## config.mk

```make
export PLATFORM = sky130hd
export DESIGN_NAME = cache_top
export DESIGN_NICKNAME = d
export VERILOG_FILES = /design/src/hdl/cache_geom_pkg.sv /design/src/hdl/cache_ctrl_pkg.sv /design/src/hdl/tag_cam.sv /design/src/hdl/line_data_ram.sv /design/src/hdl/cache_ctrl.sv /design/src/hdl/cache_top.sv
export SDC_FILE = /design/constraint.sdc
export NUM_CORES = 2
export LEC_CHECK = 0
export ABC_AREA = 1
export BUFFER_PORTS_ARGS = -buffer_cell sky130_fd_sc_hd__buf_2
export CAP_MARGIN = 30
export CELL_PAD_IN_SITES_DETAIL_PLACEMENT = 1
export CELL_PAD_IN_SITES_GLOBAL_PLACEMENT = 1
export CORE_MARGIN = 8
export CORE_UTILIZATION = 44
export CTS_CLUSTER_SIZE = 25
export DETAILED_ROUTE_END_ITERATION = 16
export MAX_ROUTING_LAYER = met4
export PLACE_DENSITY = 0.77
export SYNTH_ARGS = -nofsm -noshare
export SYNTH_HDL_FRONTEND = slang
export SYNTH_HIERARCHICAL = 1
export SYNTH_SLANG_ARGS = --single-unit
```

## constraint.sdc

```tcl
create_clock -name clock_i -period 4.41 [get_ports clock_i]
set_input_delay 0.441 -clock clock_i [delete_from_list [all_inputs] [get_ports clock_i]]
set_output_delay 0.441 -clock clock_i [all_outputs]
set_load 0.02 [all_outputs]
```

## src/hdl/cache_geom_pkg.sv

```systemverilog
package cache_geom_pkg;

	// data path
	// --------------------
	localparam int word_w = 32;        // data word
	localparam int addr_w = 16;        // word address, not byte

	// block and line geometry
	// --------------------
	localparam int block_w = 2;        // four words per block
	localparam int lines   = 8;        // fully associative, any block in any line
	localparam int line_w  = $clog2(lines);

	// tag is the block address
	localparam int tag_w = addr_w - block_w;

	// line memory index {line, word}
	localparam int cache_addr_w = line_w + block_w;

	// word address
	// --------------------
	// flat view goes out on the memory command port
	// field view splits a core address into block tag and word in block
	typedef union packed {
		logic [addr_w-1:0] flat;
		struct packed {
			logic [tag_w-1:0]   tag;     // upper bits select the block
			logic [block_w-1:0] word;    // lower bits select the word
		} field;
	} word_addr_u;

endpackage

```

## src/hdl/cache_ctrl_pkg.sv

```systemverilog
package cache_ctrl_pkg;

	// controller states
	// --------------------
	localparam int state_w = 3;

	localparam logic [state_w-1:0] st_normal       = 3'd0;  // lookup and serve
	localparam logic [state_w-1:0] st_wait_ready   = 3'd1;  // miss, wait to issue block read
	localparam logic [state_w-1:0] st_wait_victim  = 3'd2;  // pick line, check dirty
	localparam logic [state_w-1:0] st_write_buffer = 3'd3;  // stream victim out
	localparam logic [state_w-1:0] st_read_buffer  = 3'd4;  // fill new block in

	// block transfer
	// --------------------
	// index of the final word of a block, transfers stop here
	localparam logic [cache_geom_pkg::block_w-1:0] last_word = '1;

endpackage

```

## src/hdl/tag_cam.sv

```systemverilog
`timescale 1ns/1ps

module tag_cam (
	input  logic                             clock_i,
	input  logic                             resetn_i,

	// lookup
	input  logic [cache_geom_pkg::tag_w-1:0]  lookup_tag_i,

	// tag write on block fill
	input  logic                             write_i,
	input  logic [cache_geom_pkg::line_w-1:0] write_line_i,
	input  logic [cache_geom_pkg::tag_w-1:0]  write_tag_i,

	// victim readout for writeback address
	input  logic [cache_geom_pkg::line_w-1:0] victim_line_i,

	output logic                             hit_o,
	output logic [cache_geom_pkg::line_w-1:0] hit_line_o,
	output logic [cache_geom_pkg::tag_w-1:0]  victim_tag_o
);
	import cache_geom_pkg::*;

	logic [tag_w-1:0] tags [lines];   // one tag per line
	logic [lines-1:0] valid_q;
	logic [lines-1:0] match;          // per line compare result

	// parallel compare
	// --------------------
	for (genvar i = 0; i < lines; i++) begin : g_match
		assign match[i] = valid_q[i] && (tags[i] == lookup_tag_i);
	end

	// a tag lives in one line only, low index wins anyway
	always_comb begin
		hit_o      = |match;
		hit_line_o = '0;
		for (int i = lines - 1; i >= 0; i--) begin
			if (match[i]) begin
				hit_line_o = line_w'(i);
			end
		end
	end

	assign victim_tag_o = tags[victim_line_i];    // old tag, before the fill overwrites it

	// storage
	// --------------------
	always_ff @(posedge clock_i) begin
		if (!resetn_i) begin
			valid_q <= '0;                        // empty cache
		end else if (write_i) begin
			valid_q[write_line_i] <= 1'b1;
		end
	end

	always_ff @(posedge clock_i) begin
		if (write_i) begin
			tags[write_line_i] <= write_tag_i;
		end
	end

endmodule

```

## src/hdl/line_data_ram.sv

```systemverilog
`timescale 1ns/1ps

module line_data_ram (
	input  logic                                   clock_i,
	input  logic                                   write_i,
	input  logic [cache_geom_pkg::cache_addr_w-1:0] addr_i,   // {line, word}
	input  logic [cache_geom_pkg::word_w-1:0]       data_i,
	output logic [cache_geom_pkg::word_w-1:0]       data_o
);
	import cache_geom_pkg::*;

	// lines x four words
	logic [word_w-1:0] mem [2**cache_addr_w];
	logic [word_w-1:0] rd_q;

	// single port
	// --------------------
	always_ff @(posedge clock_i) begin
		if (write_i) begin
			mem[addr_i] <= data_i;
		end
		rd_q <= mem[addr_i];      // old contents on a write cycle
	end

	// read word shows up one cycle after the address
	// feeds core loads and the writeback stream
	assign data_o = rd_q;

endmodule

```

## src/hdl/cache_ctrl.sv

```systemverilog
`timescale 1ns/1ps

module cache_ctrl (
	input  logic                                   clock_i,
	input  logic                                   resetn_i,
	input  logic                                   enable_i,      // low freezes sequencing

	// core side
	input  logic                                   core_req_i,
	input  logic                                   core_rw_i,     // 1 means store
	input  cache_geom_pkg::word_addr_u             core_addr_i,
	input  logic [cache_geom_pkg::word_w-1:0]       core_data_i,
	output logic                                   core_done_o,
	output logic                                   core_hit_o,
	output logic [cache_geom_pkg::word_w-1:0]       core_data_o,

	// memory command
	input  logic                                   mem_ready_i,
	output logic                                   mem_req_o,
	output logic                                   mem_rw_o,      // 1 means block write
	output logic [cache_geom_pkg::addr_w-1:0]       mem_addr_o,

	// incoming buffer
	input  logic                                   buffer_read_ready_i,
	input  logic [cache_geom_pkg::word_w-1:0]       buffer_read_data_i,
	output logic                                   buffer_read_ack_o,

	// outgoing buffer
	input  logic                                   buffer_write_ready_i,
	output logic [cache_geom_pkg::word_w-1:0]       buffer_write_data_o,
	output logic                                   buffer_write_ack_o,

	// perf flags
	output logic                                   flag_hit_o,
	output logic                                   flag_miss_o,
	output logic                                   flag_writeback_o,

	// tag store
	input  logic                                   tag_hit_i,
	input  logic [cache_geom_pkg::line_w-1:0]       tag_hit_line_i,
	input  logic [cache_geom_pkg::tag_w-1:0]        victim_tag_i,
	output logic                                   tag_write_o,
	output logic [cache_geom_pkg::line_w-1:0]       tag_write_line_o,
	output logic [cache_geom_pkg::line_w-1:0]       victim_line_o,

	// line memory
	output logic                                   ram_write_o,
	output logic [cache_geom_pkg::cache_addr_w-1:0] ram_addr_o,
	output logic [cache_geom_pkg::word_w-1:0]       ram_data_o,
	input  logic [cache_geom_pkg::word_w-1:0]       ram_data_i
);
	import cache_geom_pkg::*;
	import cache_ctrl_pkg::*;

	// control state
	// --------------------
	logic [state_w-1:0] state_q;
	logic [block_w-1:0] xfer_q;          // word count within block transfer
	logic [lines-1:0]   dirty_q;         // line modified by a store
	logic [line_w-1:0]  victim_ptr_q;    // round robin, next line to replace
	logic [line_w-1:0]  victim_q;        // line being replaced
	logic               req_q;           // saved request awaiting fill
	logic               rw_q;            // saved request type
	logic               wb_pending_q;    // block write command still owed
	logic               done_q;
	logic               load_q;          // load served last cycle
	logic               flag_hit_q;
	logic               flag_miss_q;
	logic               flag_wb_q;

	// payload
	word_addr_u         wb_addr_q;       // victim block address
	logic [word_w-1:0]  load_data_q;     // held load result

	// decode
	logic               active;          // new or saved request present
	logic               store_now;
	logic               serve_hit;
	logic               push_word;       // word into outgoing buffer
	logic               pull_word;       // word out of incoming buffer
	logic               rd_cmd;
	logic               wb_cmd;
	logic [block_w-1:0] wb_rd_word;      // line memory word to prefetch for writeback
	word_addr_u         rd_addr;         // missed block, word zero

	assign active     = core_req_i | req_q;
	assign store_now  = req_q ? rw_q : core_rw_i;
	assign serve_hit  = enable_i && (state_q == st_normal) && active && tag_hit_i;
	assign core_hit_o = active ? tag_hit_i : 1'b1;    // no stall when idle

	assign push_word = enable_i && (state_q == st_write_buffer) && buffer_write_ready_i;
	assign pull_word = enable_i && (state_q == st_read_buffer) && buffer_read_ready_i;

	// commands only go out while memory is ready
	// earlier block write must leave before the next read
	assign rd_cmd = enable_i && (state_q == st_wait_ready) && mem_ready_i && !wb_pending_q;
	assign wb_cmd = enable_i && wb_pending_q && mem_ready_i;

	always_comb begin
		rd_addr            = core_addr_i;
		rd_addr.field.word = '0;              // whole block
	end

	assign mem_req_o  = rd_cmd | wb_cmd;
	assign mem_rw_o   = wb_cmd;
	assign mem_addr_o = wb_pending_q ? wb_addr_q.flat : rd_addr.flat;

	// buffers, handshake in the same cycle as ready
	assign buffer_read_ack_o   = pull_word;
	assign buffer_write_ack_o  = push_word;
	assign buffer_write_data_o = ram_data_i;      // prefetched one cycle earlier

	// tag written with the last fill word
	assign tag_write_o      = pull_word && (xfer_q == last_word);
	assign tag_write_line_o = victim_q;
	assign victim_line_o    = victim_q;

	// line memory port
	// --------------------
	// read is registered so writeback addresses run one word ahead
	assign wb_rd_word = push_word ? xfer_q + 1'b1 : xfer_q;

	always_comb begin
		ram_write_o = 1'b0;
		ram_data_o  = core_data_i;
		case (state_q)
			st_normal: begin
				ram_addr_o  = {tag_hit_line_i, core_addr_i.field.word};
				ram_write_o = serve_hit & store_now;
			end
			st_wait_victim: begin
				ram_addr_o = {victim_ptr_q, {block_w{1'b0}}};   // word 0 ready on entry
			end
			st_write_buffer: begin
				ram_addr_o = {victim_q, wb_rd_word};
			end
			st_read_buffer: begin
				ram_addr_o  = {victim_q, xfer_q};
				ram_write_o = pull_word;
				ram_data_o  = buffer_read_data_i;
			end
			default: begin
				ram_addr_o = {victim_q, xfer_q};
			end
		endcase
	end

	// sequencing
	// --------------------
	always_ff @(posedge clock_i) begin
		if (!resetn_i) begin
			state_q      <= st_normal;
			xfer_q       <= '0;
			dirty_q      <= '0;
			victim_ptr_q <= '0;
			victim_q     <= '0;
			req_q        <= 1'b0;
			rw_q         <= 1'b0;
			wb_pending_q <= 1'b0;
			done_q       <= 1'b1;          // core may issue right away
			load_q       <= 1'b0;
			flag_hit_q   <= 1'b0;
			flag_miss_q  <= 1'b0;
			flag_wb_q    <= 1'b0;
		end else begin
			// strobes default low
			flag_hit_q  <= 1'b0;
			flag_miss_q <= 1'b0;
			flag_wb_q   <= 1'b0;
			load_q      <= 1'b0;

			if (enable_i) begin
				case (state_q)
					st_normal: begin
						if (active && tag_hit_i) begin
							flag_hit_q <= 1'b1;
							done_q     <= 1'b1;   // also ends a miss
							req_q      <= 1'b0;
							load_q     <= !store_now;
							if (store_now) begin
								dirty_q[tag_hit_line_i] <= 1'b1;
							end
						end else if (active) begin
							// stall core, replay after the fill
							flag_miss_q <= 1'b1;
							req_q       <= 1'b1;
							rw_q        <= core_rw_i;
							done_q      <= 1'b0;
							state_q     <= st_wait_ready;
						end
					end

					st_wait_ready: begin
						if (rd_cmd) begin
							state_q <= st_wait_victim;
						end
					end

					st_wait_victim: begin
						victim_q     <= victim_ptr_q;
						victim_ptr_q <= victim_ptr_q + 1'b1;
						if (dirty_q[victim_ptr_q]) begin
							flag_wb_q <= 1'b1;
							state_q   <= st_write_buffer;
						end else begin
							state_q <= st_read_buffer;   // clean, just overwrite
						end
					end

					st_write_buffer: begin
						if (push_word) begin
							xfer_q <= xfer_q + 1'b1;     // wraps to 0 after last word
							if (xfer_q == '0) begin
								wb_pending_q <= 1'b1;    // command may follow first word
							end
							if (xfer_q == last_word) begin
								dirty_q[victim_q] <= 1'b0;
								state_q           <= st_read_buffer;
							end
						end
					end

					st_read_buffer: begin
						if (pull_word) begin
							xfer_q <= xfer_q + 1'b1;
							if (xfer_q == last_word) begin
								state_q <= st_normal;    // saved request hits next
							end
						end
					end

					default: begin
						state_q <= st_normal;
					end
				endcase

				// writeback command, independent of state
				if (wb_cmd) begin
					wb_pending_q <= 1'b0;
				end
			end
		end
	end

	// latched on first pushed word, tag still the old one here
	always_ff @(posedge clock_i) begin
		if (push_word && (xfer_q == '0)) begin
			wb_addr_q.field.tag  <= victim_tag_i;
			wb_addr_q.field.word <= '0;
		end
		if (load_q) begin
			load_data_q <= ram_data_i;
		end
	end

	// outputs
	// --------------------
	assign core_done_o = done_q;
	assign core_data_o = load_q ? ram_data_i : load_data_q;   // valid the cycle after serve

	assign flag_hit_o       = flag_hit_q;
	assign flag_miss_o      = flag_miss_q;
	assign flag_writeback_o = flag_wb_q;

endmodule

```

## src/hdl/cache_top.sv

```systemverilog
`timescale 1ns/1ps

module cache_top (
	input  logic                             clock_i,
	input  logic                             resetn_i,
	input  logic                             enable_i,

	// core, address and store data held while core_done_o is low
	input  logic                             core_req_i,
	input  logic                             core_rw_i,
	input  cache_geom_pkg::word_addr_u       core_addr_i,
	input  logic [cache_geom_pkg::word_w-1:0] core_data_i,
	output logic                             core_done_o,
	output logic                             core_hit_o,
	output logic [cache_geom_pkg::word_w-1:0] core_data_o,

	// memory command
	input  logic                             mem_ready_i,
	output logic                             mem_req_o,
	output logic                             mem_rw_o,
	output logic [cache_geom_pkg::addr_w-1:0] mem_addr_o,

	// memory to cache
	input  logic                             buffer_read_ready_i,
	input  logic [cache_geom_pkg::word_w-1:0] buffer_read_data_i,
	output logic                             buffer_read_ack_o,

	// cache to memory
	input  logic                             buffer_write_ready_i,
	output logic [cache_geom_pkg::word_w-1:0] buffer_write_data_o,
	output logic                             buffer_write_ack_o,

	// perf
	output logic                             flag_hit_o,
	output logic                             flag_miss_o,
	output logic                             flag_writeback_o
);
	import cache_geom_pkg::*;

	// tag store wiring
	logic                    tag_hit;
	logic [line_w-1:0]       tag_hit_line;
	logic [tag_w-1:0]        victim_tag;
	logic                    tag_write;
	logic [line_w-1:0]       tag_write_line;
	logic [line_w-1:0]       victim_line;

	// line memory wiring
	logic                    ram_write;
	logic [cache_addr_w-1:0] ram_addr;
	logic [word_w-1:0]       ram_wdata;
	logic [word_w-1:0]       ram_rdata;

	cache_ctrl cache_ctrl_i (
		.clock_i              (clock_i),
		.resetn_i             (resetn_i),
		.enable_i             (enable_i),
		.core_req_i           (core_req_i),
		.core_rw_i            (core_rw_i),
		.core_addr_i          (core_addr_i),
		.core_data_i          (core_data_i),
		.core_done_o          (core_done_o),
		.core_hit_o           (core_hit_o),
		.core_data_o          (core_data_o),
		.mem_ready_i          (mem_ready_i),
		.mem_req_o            (mem_req_o),
		.mem_rw_o             (mem_rw_o),
		.mem_addr_o           (mem_addr_o),
		.buffer_read_ready_i  (buffer_read_ready_i),
		.buffer_read_data_i   (buffer_read_data_i),
		.buffer_read_ack_o    (buffer_read_ack_o),
		.buffer_write_ready_i (buffer_write_ready_i),
		.buffer_write_data_o  (buffer_write_data_o),
		.buffer_write_ack_o   (buffer_write_ack_o),
		.flag_hit_o           (flag_hit_o),
		.flag_miss_o          (flag_miss_o),
		.flag_writeback_o     (flag_writeback_o),
		.tag_hit_i            (tag_hit),
		.tag_hit_line_i       (tag_hit_line),
		.victim_tag_i         (victim_tag),
		.tag_write_o          (tag_write),
		.tag_write_line_o     (tag_write_line),
		.victim_line_o        (victim_line),
		.ram_write_o          (ram_write),
		.ram_addr_o           (ram_addr),
		.ram_data_o           (ram_wdata),
		.ram_data_i           (ram_rdata)
	);

	// lookup and fill both use the core tag, held during a miss
	tag_cam tag_cam_i (
		.clock_i       (clock_i),
		.resetn_i      (resetn_i),
		.lookup_tag_i  (core_addr_i.field.tag),
		.write_i       (tag_write),
		.write_line_i  (tag_write_line),
		.write_tag_i   (core_addr_i.field.tag),
		.victim_line_i (victim_line),
		.hit_o         (tag_hit),
		.hit_line_o    (tag_hit_line),
		.victim_tag_o  (victim_tag)
	);

	line_data_ram line_data_ram_i (
		.clock_i (clock_i),
		.write_i (ram_write),
		.addr_i  (ram_addr),
		.data_i  (ram_wdata),
		.data_o  (ram_rdata)
	);

endmodule

```

Yosys cells after proc, flatten, opt, wreduce, memory -nomap -nowiden:

Memories as Yosys holds them, arrays and structs flattened. A register that Yosys moved wholly into a read port is not among the register bits.
Cells that the tools add are included.

* bits in registers: 67
* RAM bits: 1136
* input bits: 88
* output and inout bits: 89
* word-level logic and storage cells: 157
* memories kept: 2

Memories
* line_data_ram_i.mem: words 32, bits a word 32, read ports 1, clocked after Yosys merged registers in 1, write ports 1, line line_data_ram.sv:13 `logic [word_w-1:0] mem [2**cache_addr_w];`
* tag_cam_i.tags: words 8, bits a word 14, read ports 9, clocked after Yosys merged registers in 1, write ports 1, line tag_cam.sv:24 `logic [tag_w-1:0] tags [lines];`

* $add $sub $neg: 2
* order comparisons: 5
* equality and inequality tests: 22
* multiplexer cells: 53
* bitwise operators: 11
* reductions and logical operators: 47

Operators with widths (count)
* equality test 14 bit: 8
* two-way mux 32 bit: 2
* two-way mux 3 bit: 16
* two-way mux 8 bit: 4
* logical AND 1 bit: 25
* two-way mux 1 bit: 20
* two-way mux 16 bit: 1
* OR 8 bit: 2
* case mux 8 bit (2 select lines): 1
* case mux 3 bit (5 select lines): 1
* case mux 5 bit (3 select lines): 1
* < comparator 3 x 4 -> 1 bit (second input constant): 3
* AND reduction 3 bit: 4
* AND reduction 4 bit: 3
* nonzero test 2 bit: 6
* != test 2 x 1 -> 1 bit (second input constant): 5
* bitwise AND 8 bit: 1
* != test 2 bit (second input constant): 4
* inverter 8 bit: 1
* AND reduction 8 bit: 1
* OR reduction 8 bit: 1
* demux 1 bit (select 3 bit): 2
* equality test 3 x 2 -> 1 bit (second input constant): 2
* >= comparator 3 x 1 -> 1 bit (second input constant): 2
* other kinds (18): 24

Logic depth before layout (Yosys ltp):

An unclocked memory read counts as a cell.

* word-level depth: 19
* depth in mapped cells: 24
* gate-level depth less buffers: 22

Cells and area by module:

The synthesis kept the hierarchy.

By module, submodules not included
* line_data_ram: times used 1, cells an instance 4091, area an instance 42919.9 µm², seq. area each 31390.1 µm²
* tag_cam: times used 1, cells an instance 675, area an instance 6217.2 µm², seq. area each 3523.4 µm²
* cache_ctrl: times used 1, cells an instance 538, area an instance 3971.3 µm², seq. area each 1601.5 µm²

Least setup slack after synthesis:

OpenSTA, ideal clock, no wires.

* kind: in2reg
* start point: input core_addr_i[6] (netlist bit)
* end point: memory line_data_ram_i.mem[16][0], enable pin
* library setup time: 421 ps
* arrival time: 4316 ps
* data required time: 3989 ps
* slack: -327 ps
* stages: 17
* path buffers: 2
* path through: buf_2 > inv_2 > a22o_1 > nor2_1 > nand2_1 > nor2_1 > nand2_1 > nand2_1 > nor2_1 > nor3_1 > inv_1 > o221ai_1 > inv_2 > nor3_2 > clkbuf_1 > inv_1 > nor2_1

* longest elaborated chain between the ends: 11
* elaborated cells between the ends (all ways): 31
* those cells by class: eq/ne: 8; mux: 12; bitwise: 1; reduce/logical: 10

Ends and longest elaborated chain
* start, declared: line cache_top.sv:11 `input cache_geom_pkg::word_addr_u core_addr_i,`
* equality test 14 bit: line tag_cam.sv:31 `assign match[i] = valid_q[i] && (tags[i] == lookup_tag_i);`
* logical AND 1 bit: line tag_cam.sv:31
* two-way mux 3 bit (7 in a row): line tag_cam.sv:39 `if (match[i]) begin`
* two-way mux 3 bit (*): line tag_cam.sv:39
* net tag_hit_line[2]: line cache_top.sv:42 `logic [line_w-1:0] tag_hit_line;`
* case mux 5 bit (3 select lines) (*): line cache_ctrl.sv:126 `case (state_q)`
* net ram_addr[4]: line cache_top.sv:50 `logic [cache_addr_w-1:0] ram_addr;`
* end, declared: line line_data_ram.sv:13

The timed path passes the listed nets; every way through them passes the cells marked *.

Final worst setup path:

* start point: input core_addr_i[15] (netlist bit)
* end point: register line_data_ram_i.rd_q[21], in the netlist line_data_ram_i/data_o[21], read port of line_data_ram_i.mem

* longest elaborated chain between the ends: 11
* elaborated cells between the ends (all ways): 25
* those cells by class: eq/ne: 8; mux: 9; reduce/logical: 8

Ends and longest elaborated chain
* equality test 14 bit: line tag_cam.sv:31
* logical AND 1 bit: line tag_cam.sv:31
* two-way mux 3 bit (7 in a row): line tag_cam.sv:39
* two-way mux 3 bit (*): line tag_cam.sv:39
* net tag_hit_line[2]: line cache_top.sv:42
* case mux 5 bit (3 select lines) (*): line cache_ctrl.sv:126
* net ram_addr[4]: line cache_top.sv:50
* end, declared: line line_data_ram.sv:14 `logic [word_w-1:0] rd_q;`

Marked as above.
A chain may end at the register's enable or synchronous reset.

==> metrics.csv <==
metric,value,unit
slew_headroom,33.6,%
p_sw,9.78,mW
synth-edff-count,1150,
fin_ws,316,ps
whs_endpoint,tag_cam_i/tags[5][12]$_DFFE_PP_,
clock_skew,27.1,ps
nets,5611,
pre_cts_ws,-85.5,ps
grt_pass1_wl,264000,um
die-area,132000,um^2
nFillCells,13137,
drc,0,
clkTransAtPathRegs,60,ps
r2r_cells,17,
synth.avg_cell_area,10.0,um^2
critPathArrivalTime,4790,ps
worst_ep_required_time,5110,ps
cts-root-buf,clkbuf_16,
p_int,21.3,mW
rsz0062_at_grt,false,
fin_setup_tns,0,ps
post-cts-setup-buffers,0,
p_per_area,505,nW/um^2
syn2layout_area_growth,16.0,%
cts_tree,yes,
die_w,363,um
use_met3,4.09,%
path_buf_inv,8,
gp_congestion,0.978,
ant_nets,0,
drive_gt1_share,11.8,%
clockBufferDepth,3,
seq_area_frac_synth,68.8,%
end_kind,flop,
num_vias,39481,
clock_latency,760,ps
grt_usage,27.1,%
fin_crit,4090,ps
synth_area,53100,um^2
yosys_warnings,6,
yosysUniqueCellTypes,50,
std_cell_rows,127,
reg2reg_from,tag_cam_i/tags[7][12]$_DFFE_PP_,
grtUsageMet2,45.2,%
routed_wl,177000,um
firstDrtPassIters,6,
post-route-util,51.4,%
cp-start-kind,input pin,
fin_total_pwr,31.1,mW
drv_cap,0,
cts_sinks,1249,
max_freq,0.244,GHz
period_share,92.8,%
port_buffers,174,
antenna_found_initial,2,
hpwlAfterDp,110000,um
criticalPathCategory,in -> reg,
setup_viol,0,
drtIter0Drc,3909,
die_h,363,um
syn-instance-count,5304,
slowest_stage,dlygate4sd3_1,
holdCritStartpoint,core_addr_i[14],
grt-busiest-layer,met2,
slew_viol_final,0,
pin_count,177,
status,completed,
via_per_inst,5.45,
seqPwrFrac,43.5,%
first_global_vias,41864,
worst_slew_pin_slew,993,ps
core,120000,um^2
max_stage_delay,560,ps
peakVddDrop,407,uV
path_max_fanout,32,
min_path_cells,1,
regToRegSetupSlack,390,ps
holdWs,53.1,ps
initial_core_util,44.3,%
ys_seq_elements,1249,
synth-main-ff-cell,edfxtp_1,
hp-class,in -> reg,
cp_cell_sequence,dlygate4sd3_1 -> buf_2 -> buf_4 -> nand2_1 -> nand2_1 -> inv_1 -> nand2_1 -> nor2_1 -> nand2_1 -> o21ai_1 -> nor2_1 -> nor3_1 -> inv_1 -> o221ai_1 -> buf_4 -> inv_2 -> nor3_4 -> buf_4 -> nand2_1 -> nand2_1 -> nor2_1 -> nand2_1,
cp_top_family,buffers and inverters,
p_sw_share,31.5,%
cts-buffers-inserted,135,
use_met1,34.0,%
h-tree-depth,4,
grt_max_degree,134,
hold_viol,0,
async_flop_share,0,%
leakage,25.4,nW
combPwrFrac,20.8,%
crit_top_cell,nand2_1,
detail_route.wl_per_cell,24.4,um
overflow,0,
r2r-end,line_data_ram_i/data_o[21]$_DFF_P_,
clkPwrFrac,35.6,%
[placed cells by master, fill, tap and decap left out, types with 73 or more instances in the layout]
| master | instances |
|---|---|
| buf_12 | 73 |
| buf_2 | 174 |
| buf_4 | 107 |
| clkbuf_16 | 141 |
| dfxtp_1 | 97 |
| edfxtp_1 | 1150 |
| inv_1 | 107 |
| nand2_1 | 3038 |
| nor2_1 | 187 |
| o21ai_0 | 86 |
[kinds of logic (layout without fill, tap and decap cells)]
group	after synthesis	after routing	synth area share [%]
simple gates	3339	3339	23.9
flops	1249	1249	68.8
buf+inv	415	742	3.46
compound gates	225	225	2.44
xor+xnor	40	40	0.660
mux	32	32	0.679
fa+ha+maj	3	3	0.0707
other cells	1	4	0.00706
[synthesized netlist by cell type (all sizes together) (15+ instances only)]
cell type     n  share of area [%]
xnor2        31               0.51
mux2         32               0.68
nor2        222                1.6
nand2      3052                 22
dfxtp        99                3.7
edfxtp     1150                 65
a21oi        51               0.49
o21ai        93               0.88
a31oi        15               0.18
nand3        40               0.41
buf         139                1.5
clkbuf      141                1.0
o22ai        35               0.41
inv         130               0.92
[metrics by stage]
step                      std cells  area, um^2
after floorplan                5305       53100
final                          7246       61600
after global routing           7246       61600
after global placement         6990       57200
after CTS                      7244       61600
after detailed placement       6991       57300
[worst max-delay path by stage]
stage,from,to,slack (ps),cells after the start
finish,core_addr_i[15],line_data_ram_i/data_o[21]$_DFF_P_,320,22
global placement,core_addr_i[9],line_data_ram_i/mem[3][2]$_DFFE_PP_,-70,21
global route,core_addr_i[15],line_data_ram_i/data_o[15]$_DFF_P_,90,22
detailed placement,core_addr_i[9],line_data_ram_i/mem[2][1]$_DFFE_PP_,-90,21
CTS,core_addr_i[15],line_data_ram_i/mem[2][22]$_DFFE_PP_,270,21
floorplan,core_addr_i[6],line_data_ram_i/mem[16][0]$_DFFE_PP_,-330,17
[layer usage]
layer	routed length [um]	up-vias
li1	-	17704
met1	71400	19997
met2	87800	1482
met3	12100	298
met4	5780	0
met5	0	-
[state kept, by name (all words and copies together) (netlist names)]
signal and count:
cache_ctrl_i/wb_pending_q 1, cache_ctrl_i/tag_write_line_o 3, line_data_ram_i/mem 1024, cache_ctrl_i/flag_hit_o 1, cache_ctrl_i/load_data_q 32, cache_ctrl_i/state_q 3, cache_ctrl_i/dirty_q 8, cache_ctrl_i/victim_ptr_q 3
cache_ctrl_i/core_done_o 1, tag_cam_i/valid_q 8, cache_ctrl_i/xfer_q 2, cache_ctrl_i/load_q 1, cache_ctrl_i/flag_miss_o 1, cache_ctrl_i/flag_writeback_o 1, line_data_ram_i/data_o 32, cache_ctrl_i/req_q 1
cache_ctrl_i/wb_addr_q 14, tag_cam_i/tags 112, cache_ctrl_i/rw_q 1
[area by class of cell]
class                      count  area (um^2)  area share (%)
tap                         1612         2020            3.27
clock buffer                 194         3790            6.15
timing repair buffer         358         3180            5.16
clock inverter                55          489           0.794
multi-input combinational   3641        15100            24.5
sequential                  1249        36500            59.3
inverter                     135          523           0.849
antenna                        2         5.00         0.00812
[timing repair]
action | in CTS | in global routing
resized for setup | 0 | 1
hold endpoints to repair | 8 | 0
setup endpoints to repair | 0 | 3
hold buffers | 4 | 0
[power by group through the flow]
stage | registers (mW) | logic, mW | clock network, mW
global placement | 13.8 | 6.15 | 0
detailed placement | 13.8 | 6.37 | 0
global route | 13.5 | 7.06 | 11.6
floorplan | 13.6 | 4.07 | 0
CTS | 13.5 | 6.49 | 11.2
finish | 13.5 | 6.47 | 11.1
(Power assumes the default switching activity.)
